### src/design/dpe_pkg.sv
`default_nettype none

package dpe_pkg;

//========================================
// Sizes
//========================================
   localparam int NUM_PORTS = 3;           //CPU, Eth 1, Eth 2
   localparam int CNT_W     = 16;          //Every status counter

//========================================
// Encodings
//========================================
   // Header destination code, also the ingress source index
   typedef enum logic [1:0] {
      PORT_CPU   = 2'd0,
      PORT_ETH_1 = 2'd1,
      PORT_ETH_2 = 2'd2,
      PORT_NONE  = 2'd3                    //Discard on sight
   } port_e;

   typedef enum logic [1:0] {
      ST_IDLE,                             //Wait for a complete frame
      ST_ARB,                              //Header decode
      ST_FWD,                              //Stream to egress
      ST_DROP                              //Flush from FIFO
   } sched_state_e;

   typedef enum logic [2:0] {
      REG_ENABLE    = 3'd0,                //Forwarding mask, RW
      REG_CNT_CPU   = 3'd1,                //Frames sent to CPU
      REG_CNT_ETH_1 = 3'd2,                //Frames sent to Eth 1
      REG_CNT_ETH_2 = 3'd3,                //Frames sent to Eth 2
      REG_DROPS     = 3'd4                 //Mask/header drops plus overruns
   } csr_addr_e;

//========================================
// Bundles
//========================================
   // One byte of a frame on any stream
   typedef struct packed {
      logic       valid;
      logic [7:0] data;
      logic       last;                    //Final byte of frame
   } dpe_beat_t;

   typedef struct packed {
      logic       we;                      //Write strobe
      csr_addr_e  addr;
      logic [7:0] wdata;
   } csr_req_t;

endpackage

`default_nettype wire

### src/design/dpe_ingress_fifo.sv
`timescale 1ns/10ps
`default_nettype none

module dpe_ingress_fifo #(
   parameter int FIFO_DEPTH = 64           //Bytes, power of two
) (
   input  wire                      clk,
   input  wire                      rst_n,        //Sync, low active
   input  wire dpe_pkg::dpe_beat_t  rx,           //From source
   input  wire                      pop,          //From scheduler
   output dpe_pkg::dpe_beat_t       head,         //FWFT byte
   output logic                     frame_avail,  //Whole frame stored
   output logic                     overrun       //Frame discarded
);

   localparam int              AW       = $clog2(FIFO_DEPTH);
   localparam logic [AW:0]     FULL_LVL = (AW+1)'(FIFO_DEPTH);

//========================================
// Storage and pointers
//========================================
   logic [8:0]  mem [FIFO_DEPTH];          //{data, last}
   logic [AW:0] wr_ptr;                    //Next free slot
   logic [AW:0] commit_ptr;                //End of last whole frame
   logic [AW:0] rd_ptr;                    //Head slot
   logic [AW:0] frame_cnt;                 //Committed, not yet popped
   logic        discard;                   //Dropping rest of frame

   logic        wr_full;
   logic        wr_en;
   logic        empty;
   logic        rd_en;
   logic [8:0]  rd_word;

   // Uncommitted bytes count against space too
   assign wr_full = (wr_ptr - rd_ptr) == FULL_LVL;
   assign wr_en   = rx.valid & ~discard & ~wr_full;
   assign empty   = (rd_ptr == commit_ptr);  //Only whole frames visible
   assign rd_en   = pop & ~empty;
   assign rd_word = mem[rd_ptr[AW-1:0]];

   always_ff @(posedge clk) begin
      if (wr_en) begin
         mem[wr_ptr[AW-1:0]] <= {rx.data, rx.last};
      end
   end

//========================================
// Write side with rollback
//========================================
   always_ff @(posedge clk) begin
      if (!rst_n) begin
         wr_ptr     <= '0;
         commit_ptr <= '0;
         discard    <= 1'b0;
      end else if (rx.valid) begin
         if (discard || wr_full) begin
            wr_ptr  <= commit_ptr;          //Forget partial frame
            discard <= ~rx.last;            //Skip until frame end
         end else begin
            wr_ptr <= wr_ptr + 1'b1;
            if (rx.last) begin
               commit_ptr <= wr_ptr + 1'b1; //Frame now visible
            end
         end
      end
   end

   // Single pulse on the closing byte of a lost frame
   assign overrun = rx.valid & rx.last & (discard | wr_full);

//========================================
// Read side
//========================================
   always_ff @(posedge clk) begin
      if (!rst_n) begin
         rd_ptr    <= '0;
         frame_cnt <= '0;
      end else begin
         if (rd_en) begin
            rd_ptr <= rd_ptr + 1'b1;
         end
         case ({wr_en & rx.last, rd_en & rd_word[0]})
            2'b10:   frame_cnt <= frame_cnt + 1'b1;  //Commit only
            2'b01:   frame_cnt <= frame_cnt - 1'b1;  //Frame fully read
            default: frame_cnt <= frame_cnt;         //None or both
         endcase
      end
   end

   assign frame_avail = (frame_cnt != '0);
   assign head.valid  = ~empty;
   assign head.data   = rd_word[8:1];
   assign head.last   = rd_word[0];

endmodule

`default_nettype wire

### src/design/dpe_sched.sv
`timescale 1ns/10ps
`default_nettype none

module dpe_sched (
   input  wire                                clk,
   input  wire                                rst_n,
   input  wire dpe_pkg::dpe_beat_t            head_cpu,     //FIFO heads
   input  wire dpe_pkg::dpe_beat_t            head_eth_1,
   input  wire dpe_pkg::dpe_beat_t            head_eth_2,
   input  wire [dpe_pkg::NUM_PORTS-1:0]       frame_avail,
   input  wire [dpe_pkg::NUM_PORTS-1:0]       enable_mask,  //From CSR
   output logic [dpe_pkg::NUM_PORTS-1:0]      pop,
   output dpe_pkg::dpe_beat_t                 fwd_beat,     //To egress
   output dpe_pkg::port_e                     fwd_dest,
   output logic                               sent,         //Frame forwarded
   output dpe_pkg::port_e                     sent_dest,
   output logic                               dropped       //Frame dropped
);

   dpe_pkg::sched_state_e state;
   dpe_pkg::port_e        last_served;     //Also the active source
   dpe_pkg::port_e        dest_q;          //Latched header destination
   dpe_pkg::port_e        rr_pick;
   logic                  rr_hit;
   dpe_pkg::dpe_beat_t    cur;             //Head of active source
   dpe_pkg::port_e        hdr_dest;
   logic                  hdr_drop;
   logic                  popping;

//========================================
// Round-robin pick
//========================================
   // Walk down so the nearest source after last_served wins
   always_comb begin
      rr_hit  = 1'b0;
      rr_pick = last_served;
      for (int i = dpe_pkg::NUM_PORTS; i >= 1; i--) begin
         if (frame_avail[(int'(last_served) + i) % dpe_pkg::NUM_PORTS]) begin
            rr_hit  = 1'b1;
            rr_pick = dpe_pkg::port_e'((int'(last_served) + i) % dpe_pkg::NUM_PORTS);
         end
      end
   end

   always_comb begin
      case (last_served)
         dpe_pkg::PORT_ETH_1: cur = head_eth_1;
         dpe_pkg::PORT_ETH_2: cur = head_eth_2;
         default:             cur = head_cpu;
      endcase
   end

//========================================
// Header decode
//========================================
   assign hdr_dest = dpe_pkg::port_e'(cur.data[1:0]);  //Bits [1:0]
   assign hdr_drop = (hdr_dest == dpe_pkg::PORT_NONE) ? 1'b1 : ~enable_mask[hdr_dest];

//========================================
// Control FSM
//========================================
   always_ff @(posedge clk) begin
      if (!rst_n) begin
         state       <= dpe_pkg::ST_IDLE;
         last_served <= dpe_pkg::PORT_ETH_2;  //CPU served first
         dest_q      <= dpe_pkg::PORT_NONE;
      end else begin
         case (state)
            dpe_pkg::ST_IDLE: begin
               if (rr_hit) begin
                  last_served <= rr_pick;
                  state       <= dpe_pkg::ST_ARB;
               end
            end
            dpe_pkg::ST_ARB: begin
               dest_q <= hdr_dest;
               state  <= hdr_drop ? dpe_pkg::ST_DROP : dpe_pkg::ST_FWD;
            end
            dpe_pkg::ST_FWD, dpe_pkg::ST_DROP: begin
               if (cur.last) begin
                  state <= dpe_pkg::ST_IDLE;  //Frame fully popped
               end
            end
            default: state <= dpe_pkg::ST_IDLE;
         endcase
      end
   end

//========================================
// Outputs
//========================================
   assign popping = (state == dpe_pkg::ST_FWD) | (state == dpe_pkg::ST_DROP);
   assign pop     = popping ? ({{(dpe_pkg::NUM_PORTS-1){1'b0}}, 1'b1} << last_served) : '0;

   assign fwd_beat.valid = (state == dpe_pkg::ST_FWD);
   assign fwd_beat.data  = cur.data;
   assign fwd_beat.last  = cur.last;
   assign fwd_dest       = dest_q;

   assign sent      = (state == dpe_pkg::ST_FWD) & cur.last;
   assign sent_dest = dest_q;
   assign dropped   = (state == dpe_pkg::ST_DROP) & cur.last;

endmodule

`default_nettype wire

### src/design/dpe_egress_mux.sv
`timescale 1ns/10ps
`default_nettype none

module dpe_egress_mux (
   input  wire                      clk,
   input  wire                      rst_n,
   input  wire dpe_pkg::dpe_beat_t  fwd_beat,   //Popped byte
   input  wire dpe_pkg::port_e      fwd_dest,   //Target port
   output dpe_pkg::dpe_beat_t       tx_cpu,
   output dpe_pkg::dpe_beat_t       tx_eth_1,
   output dpe_pkg::dpe_beat_t       tx_eth_2
);

   logic [dpe_pkg::NUM_PORTS-1:0] dest_oh;     //One-hot target
   logic [dpe_pkg::NUM_PORTS-1:0] vld_q;       //Per-port valid
   logic [7:0]                    data_q;      //Shared payload
   logic                          last_q;

   always_comb begin
      case (fwd_dest)
         dpe_pkg::PORT_CPU:   dest_oh = 3'b001;
         dpe_pkg::PORT_ETH_1: dest_oh = 3'b010;
         dpe_pkg::PORT_ETH_2: dest_oh = 3'b100;
         default:             dest_oh = 3'b000;  //No such egress
      endcase
   end

//========================================
// Output registers
//========================================
   always_ff @(posedge clk) begin
      if (!rst_n) begin
         vld_q <= '0;
      end else begin
         vld_q <= fwd_beat.valid ? dest_oh : '0;  //Others cleared each cycle
      end
   end

   always_ff @(posedge clk) begin
      data_q <= fwd_beat.data;
      last_q <= fwd_beat.last;
   end

   // Last qualified so idle ports stay quiet
   assign tx_cpu.valid   = vld_q[0];
   assign tx_cpu.data    = data_q;
   assign tx_cpu.last    = last_q & vld_q[0];

   assign tx_eth_1.valid = vld_q[1];
   assign tx_eth_1.data  = data_q;
   assign tx_eth_1.last  = last_q & vld_q[1];

   assign tx_eth_2.valid = vld_q[2];
   assign tx_eth_2.data  = data_q;
   assign tx_eth_2.last  = last_q & vld_q[2];

endmodule

`default_nettype wire

### src/design/dpe_csr.sv
`timescale 1ns/10ps
`default_nettype none

module dpe_csr (
   input  wire                               clk,
   input  wire                               rst_n,
   input  wire dpe_pkg::csr_req_t            csr_req,      //CPU access
   output logic [dpe_pkg::CNT_W-1:0]         csr_rdata,    //Comb. read
   output logic [dpe_pkg::NUM_PORTS-1:0]     enable_mask,
   input  wire                               sent,         //From scheduler
   input  wire dpe_pkg::port_e               sent_dest,
   input  wire                               dropped,
   input  wire [dpe_pkg::NUM_PORTS-1:0]      overrun       //From FIFOs
);

   logic [dpe_pkg::NUM_PORTS-1:0] enable_q;
   logic [dpe_pkg::CNT_W-1:0]     frm_cnt_q [dpe_pkg::NUM_PORTS];  //Per destination
   logic [dpe_pkg::CNT_W-1:0]     drop_cnt_q;
   logic [2:0]                    drop_inc;                        //0 to 4 per cycle

//========================================
// Enable mask and counters
//========================================
   // Scheduler drop and any FIFO overruns can land together
   always_comb begin
      drop_inc = {2'b00, dropped};
      for (int i = 0; i < dpe_pkg::NUM_PORTS; i++) begin
         drop_inc = drop_inc + {2'b00, overrun[i]};
      end
   end

   always_ff @(posedge clk) begin
      if (!rst_n) begin
         enable_q   <= '1;                 //All ports open
         drop_cnt_q <= '0;
         for (int p = 0; p < dpe_pkg::NUM_PORTS; p++) begin
            frm_cnt_q[p] <= '0;
         end
      end else begin
         if (csr_req.we && (csr_req.addr == dpe_pkg::REG_ENABLE)) begin
            enable_q <= csr_req.wdata[dpe_pkg::NUM_PORTS-1:0];
         end
         if (sent && (sent_dest != dpe_pkg::PORT_NONE)) begin
            frm_cnt_q[sent_dest] <= frm_cnt_q[sent_dest] + 1'b1;
         end
         drop_cnt_q <= drop_cnt_q + dpe_pkg::CNT_W'(drop_inc);
      end
   end

   assign enable_mask = enable_q;

//========================================
// Read mux
//========================================
   always_comb begin
      case (csr_req.addr)
         dpe_pkg::REG_ENABLE:    csr_rdata = dpe_pkg::CNT_W'(enable_q);
         dpe_pkg::REG_CNT_CPU:   csr_rdata = frm_cnt_q[0];
         dpe_pkg::REG_CNT_ETH_1: csr_rdata = frm_cnt_q[1];
         dpe_pkg::REG_CNT_ETH_2: csr_rdata = frm_cnt_q[2];
         dpe_pkg::REG_DROPS:     csr_rdata = drop_cnt_q;
         default:                csr_rdata = '0;  //Unmapped
      endcase
   end

endmodule

`default_nettype wire

### src/design/dpe_top.sv
`timescale 1ns/10ps
`default_nettype none

module dpe_top #(
   parameter int FIFO_DEPTH = 64           //Per-source buffer, bytes
) (
   input  wire                         clk,
   input  wire                         rst_n,
   input  wire dpe_pkg::dpe_beat_t     rx_cpu,       //Ingress streams
   input  wire dpe_pkg::dpe_beat_t     rx_eth_1,
   input  wire dpe_pkg::dpe_beat_t     rx_eth_2,
   output dpe_pkg::dpe_beat_t          tx_cpu,       //Egress streams
   output dpe_pkg::dpe_beat_t          tx_eth_1,
   output dpe_pkg::dpe_beat_t          tx_eth_2,
   input  wire dpe_pkg::csr_req_t      csr_req,
   output logic [dpe_pkg::CNT_W-1:0]   csr_rdata
);

   dpe_pkg::dpe_beat_t                 head_cpu;
   dpe_pkg::dpe_beat_t                 head_eth_1;
   dpe_pkg::dpe_beat_t                 head_eth_2;
   logic [dpe_pkg::NUM_PORTS-1:0]      frame_avail;
   logic [dpe_pkg::NUM_PORTS-1:0]      pop;
   logic [dpe_pkg::NUM_PORTS-1:0]      overrun;
   logic [dpe_pkg::NUM_PORTS-1:0]      enable_mask;
   dpe_pkg::dpe_beat_t                 fwd_beat;
   dpe_pkg::port_e                     fwd_dest;
   logic                               sent;
   dpe_pkg::port_e                     sent_dest;
   logic                               dropped;

//========================================
// Ingress FIFOs
//========================================
   dpe_ingress_fifo #(
      .FIFO_DEPTH  (FIFO_DEPTH)
   ) u_fifo_cpu (
      .clk         (clk),
      .rst_n       (rst_n),
      .rx          (rx_cpu),           //i
      .pop         (pop[0]),           //i
      .head        (head_cpu),         //o
      .frame_avail (frame_avail[0]),   //o
      .overrun     (overrun[0])        //o
   );

   dpe_ingress_fifo #(
      .FIFO_DEPTH  (FIFO_DEPTH)
   ) u_fifo_eth_1 (
      .clk         (clk),
      .rst_n       (rst_n),
      .rx          (rx_eth_1),
      .pop         (pop[1]),
      .head        (head_eth_1),
      .frame_avail (frame_avail[1]),
      .overrun     (overrun[1])
   );

   dpe_ingress_fifo #(
      .FIFO_DEPTH  (FIFO_DEPTH)
   ) u_fifo_eth_2 (
      .clk         (clk),
      .rst_n       (rst_n),
      .rx          (rx_eth_2),
      .pop         (pop[2]),
      .head        (head_eth_2),
      .frame_avail (frame_avail[2]),
      .overrun     (overrun[2])
   );

//========================================
// Scheduler, egress and registers
//========================================
   dpe_sched u_sched (
      .clk         (clk),
      .rst_n       (rst_n),
      .head_cpu    (head_cpu),
      .head_eth_1  (head_eth_1),
      .head_eth_2  (head_eth_2),
      .frame_avail (frame_avail),
      .enable_mask (enable_mask),      //From CSR
      .pop         (pop),
      .fwd_beat    (fwd_beat),
      .fwd_dest    (fwd_dest),
      .sent        (sent),
      .sent_dest   (sent_dest),
      .dropped     (dropped)
   );

   dpe_egress_mux u_egress (
      .clk         (clk),
      .rst_n       (rst_n),
      .fwd_beat    (fwd_beat),
      .fwd_dest    (fwd_dest),
      .tx_cpu      (tx_cpu),
      .tx_eth_1    (tx_eth_1),
      .tx_eth_2    (tx_eth_2)
   );

   dpe_csr u_csr (
      .clk         (clk),
      .rst_n       (rst_n),
      .csr_req     (csr_req),
      .csr_rdata   (csr_rdata),
      .enable_mask (enable_mask),
      .sent        (sent),
      .sent_dest   (sent_dest),
      .dropped     (dropped),
      .overrun     (overrun)
   );

endmodule

`default_nettype wire

### config.mk
export PLATFORM = sky130hd
export DESIGN_NAME = dpe_top
export DESIGN_NICKNAME = d
export VERILOG_FILES = /design/src/design/dpe_pkg.sv /design/src/design/dpe_ingress_fifo.sv /design/src/design/dpe_sched.sv /design/src/design/dpe_egress_mux.sv /design/src/design/dpe_csr.sv /design/src/design/dpe_top.sv
export SDC_FILE = /design/constraint.sdc
export NUM_CORES = 2
export LEC_CHECK = 0
export ABC_CLOCK_PERIOD_IN_PS = 8300
export BUFFER_PORTS_ARGS = -buffer_cell sky130_fd_sc_hd__buf_2
export CAP_MARGIN = 20
export CORE_MARGIN = 3
export CORE_UTILIZATION = 25
export CTS_BUF_LIST = sky130_fd_sc_hd__clkbuf_8
export DETAILED_ROUTE_END_ITERATION = 6
export PLACE_DENSITY = 0.34
export REMOVE_ABC_BUFFERS = 1
export SYNTH_ARGS = -nofsm -noshare
export SYNTH_HDL_FRONTEND = slang
export SYNTH_HIERARCHICAL = 1
export SYNTH_SLANG_ARGS = --single-unit
### constraint.sdc
create_clock -name clk -period 8.3 [get_ports clk]
set_clock_uncertainty 0.05 [all_clocks]
set_input_delay 0 -clock clk [delete_from_list [all_inputs] [get_ports clk]]
set_output_delay 0 -clock clk [all_outputs]
set_load 0.05 [all_outputs]
==> flow_metrics.env <==
export IMPL_leakage_nw=28.7
export IMPL_post_cts_setup_buffers=0
export IMPL_port_buffer_count=84
export IMPL_num_rows=205
export IMPL_grt_setup_unrepaired="no"
export IMPL_drc_errors=0
export IMPL_gp_congestion=0.718
export IMPL_drive_gt1_share_pct=27.8
export IMPL_endpoint_kind="flop"
export IMPL_nets=4676
export IMPL_worst_path_max_delay_cell="dfxtp_4"
export IMPL_synth_cells=4097
export IMPL_critPathBufInv=2
export IMPL_reg2regPathDepth=16
export IMPL_clock_sinks=1934
export IMPL_topRoutingLayerUsed="met4"
export IMPL_rr_endpoint="u_csr/drop_cnt_q[15]$_SDFF_PN0_"
export IMPL_worst_pin_slew_ns=1.12
export IMPL_core_um2=313000
export IMPL_cp_top_family="compound AO/OA/AOI/OAI gates"
export IMPL_numCtsBuffers=361
export IMPL_clockBufferDepth=4
export IMPL_start_util_pct=25.2
export IMPL_crit_top_cell="a21oi_1"
export IMPL_track_usage_pct=13.8
export IMPL_placedInstanceArea_um2=84600
export IMPL_ant_nets=0
export IMPL_holdPathEnd="u_fifo_eth_1/wr_ptr[5]$_SDFFE_PN0P_"
export IMPL_synthToLayoutAreaGrowth_pct=16.7
export IMPL_clkLatencyLatePin_ns=1.02
export IMPL_finalSetupViolations=0
export IMPL_critPathRequiredTime_ns=9.15
export IMPL_max_cap_viol_count=0
export IMPL_worstPathMaxFanout=28
export IMPL_cts_clk_slew_worst_paths_ns=0.06
export IMPL_min_path_type="input pin to flop"
export IMPL_met1_length_um=105000
export IMPL_min_period_over_period_pct=71.1
export IMPL_htreeDepth=5
export IMPL_fp_dieW_um=568
export IMPL_first_pass_iters=5
export IMPL_yosysWarnings=6
export IMPL_finalInstanceArea_um2=92000
export IMPL_worstHoldStart="rx_eth_1[9]"
export IMPL_grt_pass1_wl_um=324000
export IMPL_p_per_area_nw_per_um2=241
export IMPL_relSlewSlack_pct=24.8
export IMPL_viasPerCell=4.45
export IMPL_grt_max_degree=67
export IMPL_worst_slack_ns=2.40
export IMPL_dp_hpwl_um=137000
export IMPL_cts_root_buf="clkbuf_8"
export IMPL_synth_area_um2=78900
export IMPL_dieArea_um2=322000
export IMPL_start_kind="flop"
export IMPL_syn_area_per_cell_um2=19.2
export IMPL_hold_viol=0
export IMPL_max_stage_delay_ns=0.63
export IMPL_power_w=0.0222
export IMPL_wl_met3_um=8350
export IMPL_gr_total_overflow=0
export IMPL_wl_per_cell_um=25.1
export IMPL_dr_wl_met2_um=107000
export IMPL_drv_slew=0
export IMPL_die_y_um=568
export IMPL_vdd_drop_max_v=0.000147
export IMPL_worstPathCellList="buf_4 > mux4_2 > mux4_2 > mux2i_1 > a21oi_1 > a22oi_1 > a21oi_1 > nand2_1 > nor2_1 > fa_1 > inv_1 > fa_1 > nor2b_1 > o2111ai_1 > or3_1 > a21oi_1"
export IMPL_holdPathStages=4
export IMPL_via_count=40100
export IMPL_place_ws_ns=2.28
export IMPL_final_min_clock_period_ns=5.90
export IMPL_cp_arrival_ns=6.75
export IMPL_grt_pass1_vias=42600
export IMPL_detail_route_wirelength_um=226000
export IMPL_first_iter_violations=2673
export IMPL_io_pins=90
export IMPL_cts_tree="built"
export IMPL_max_freq_mhz=169
export IMPL_crit_type="flop to flop"
export IMPL_antenna_found_initial=8
export IMPL_rrSetupSlack_ns=2.40
export IMPL_tns_ns=0
export IMPL_outcome="finished clean"
## tightest hold or removal path, cell delays in order
cell	delay (ns)
dlygate4sd3_1	0.59
buf_2	0.27
nand4b_1	0.15
o311ai_0	0.11
## layer usage
layer  vias to the layer above  track usage (%)
met4                         0             3.45
met1                     21300             19.3
met3                       335             2.20
met2                       733             22.4
met5                         -                0
li1                      17700                -
## layout make-up
class,instances,area (µm²)
tap,4140,5180
antenna,6,15.0
timing repair buffer,333,2490
clock inverter,283,1600
inverter,79,297
fill,30800,221000
multi-input combinational,1868,20700
clock buffer,370,5090
sequential,1934,56700
## metrics by stage
stage               instances  util [%]  hold WS [ns]
global placement         8259      27.0         0.181
finish                   9013      29.4         0.145
detailed placement       8280      27.0         0.182
global route             9009      29.4        0.0970
CTS                      8988      29.4      0.000478
floorplan                3881         -        0.0119
## sequential cells by signal, summed over array words and instances, names as in the netlist, 2 cells and up, named ones only
signal and count:
u_fifo_eth_2/mem 576, u_sched/last_served 2, u_fifo_eth_2/wr_ptr 7, u_egress/vld_q 3, u_fifo_cpu/mem 576, u_fifo_eth_1/wr_ptr 7, u_fifo_eth_2/commit_ptr 7, u_fifo_cpu/rd_ptr 7
u_fifo_cpu/frame_cnt 7, u_sched/state 2, u_fifo_eth_1/commit_ptr 7, u_fifo_eth_1/mem 576, u_csr/drop_cnt_q 16, u_egress/data_q 8, u_sched/fwd_dest 2, u_fifo_eth_2/frame_cnt 7
u_fifo_eth_2/rd_ptr 7, u_fifo_eth_1/frame_cnt 7, u_fifo_cpu/wr_ptr 7, u_csr/enable_mask 3, u_fifo_cpu/commit_ptr 7, u_csr/frm_cnt_q 64, u_fifo_eth_1/rd_ptr 7
## power breakdown
part	internal, W	leakage [nW]	switching [W]
sequential	0.0109	17.4	0.000150
combinational	0.000826	7.55	0.00166
clock	0.00449	3.83	0.00416
total	0.0162	28.7	0.00598
## cell usage in the layout, fill, tap and decap left out, types with 18 or more instances in the layout
cell	count
edfxtp_1	1792
mux4_2	531
clkbuf_8	372
nor2_1	304
inv_1	184
buf_4	180
dfxtp_1	128
nand2_1	127
clkinv_1	92
mux2i_1	89
buf_2	83
a21oi_1	79
dlygate4sd3_1	55
ha_1	49
clkinv_2	48
nand3_1	46
xnor2_1	41
o21ai_0	41
o22ai_1	40
xor2_1	40
nand4_1	38
nor2b_1	37
a22oi_1	33
and2_1	28
or2_2	27
nand2b_1	26
nor3_1	25
o211ai_1	18
## what timing repair did
item	in CTS	in global routing
setup endpoints to repair	0	0
hold buffers	55	0
gates resized for setup	0	0
endpoints found under the hold margin	1970	0
## worst max path at each step
| stage | to | cells after the start |
|---|---|---|
| 6_report | u_csr/drop_cnt_q[15]$_SDFF_PN0_ | 16 |
| 4_1_cts | u_csr/drop_cnt_q[15]$_SDFF_PN0_ | 16 |
| 2_1_floorplan | u_csr/drop_cnt_q[14]$_SDFF_PN0_ | 17 |
| 3_3_place_gp | u_csr/drop_cnt_q[15]$_SDFF_PN0_ | 16 |
| 3_5_place_dp | u_csr/drop_cnt_q[15]$_SDFF_PN0_ | 16 |
| 5_1_grt | u_csr/drop_cnt_q[12]$_SDFF_PN0_ | 17 |
(Power assumes the default switching activity.)
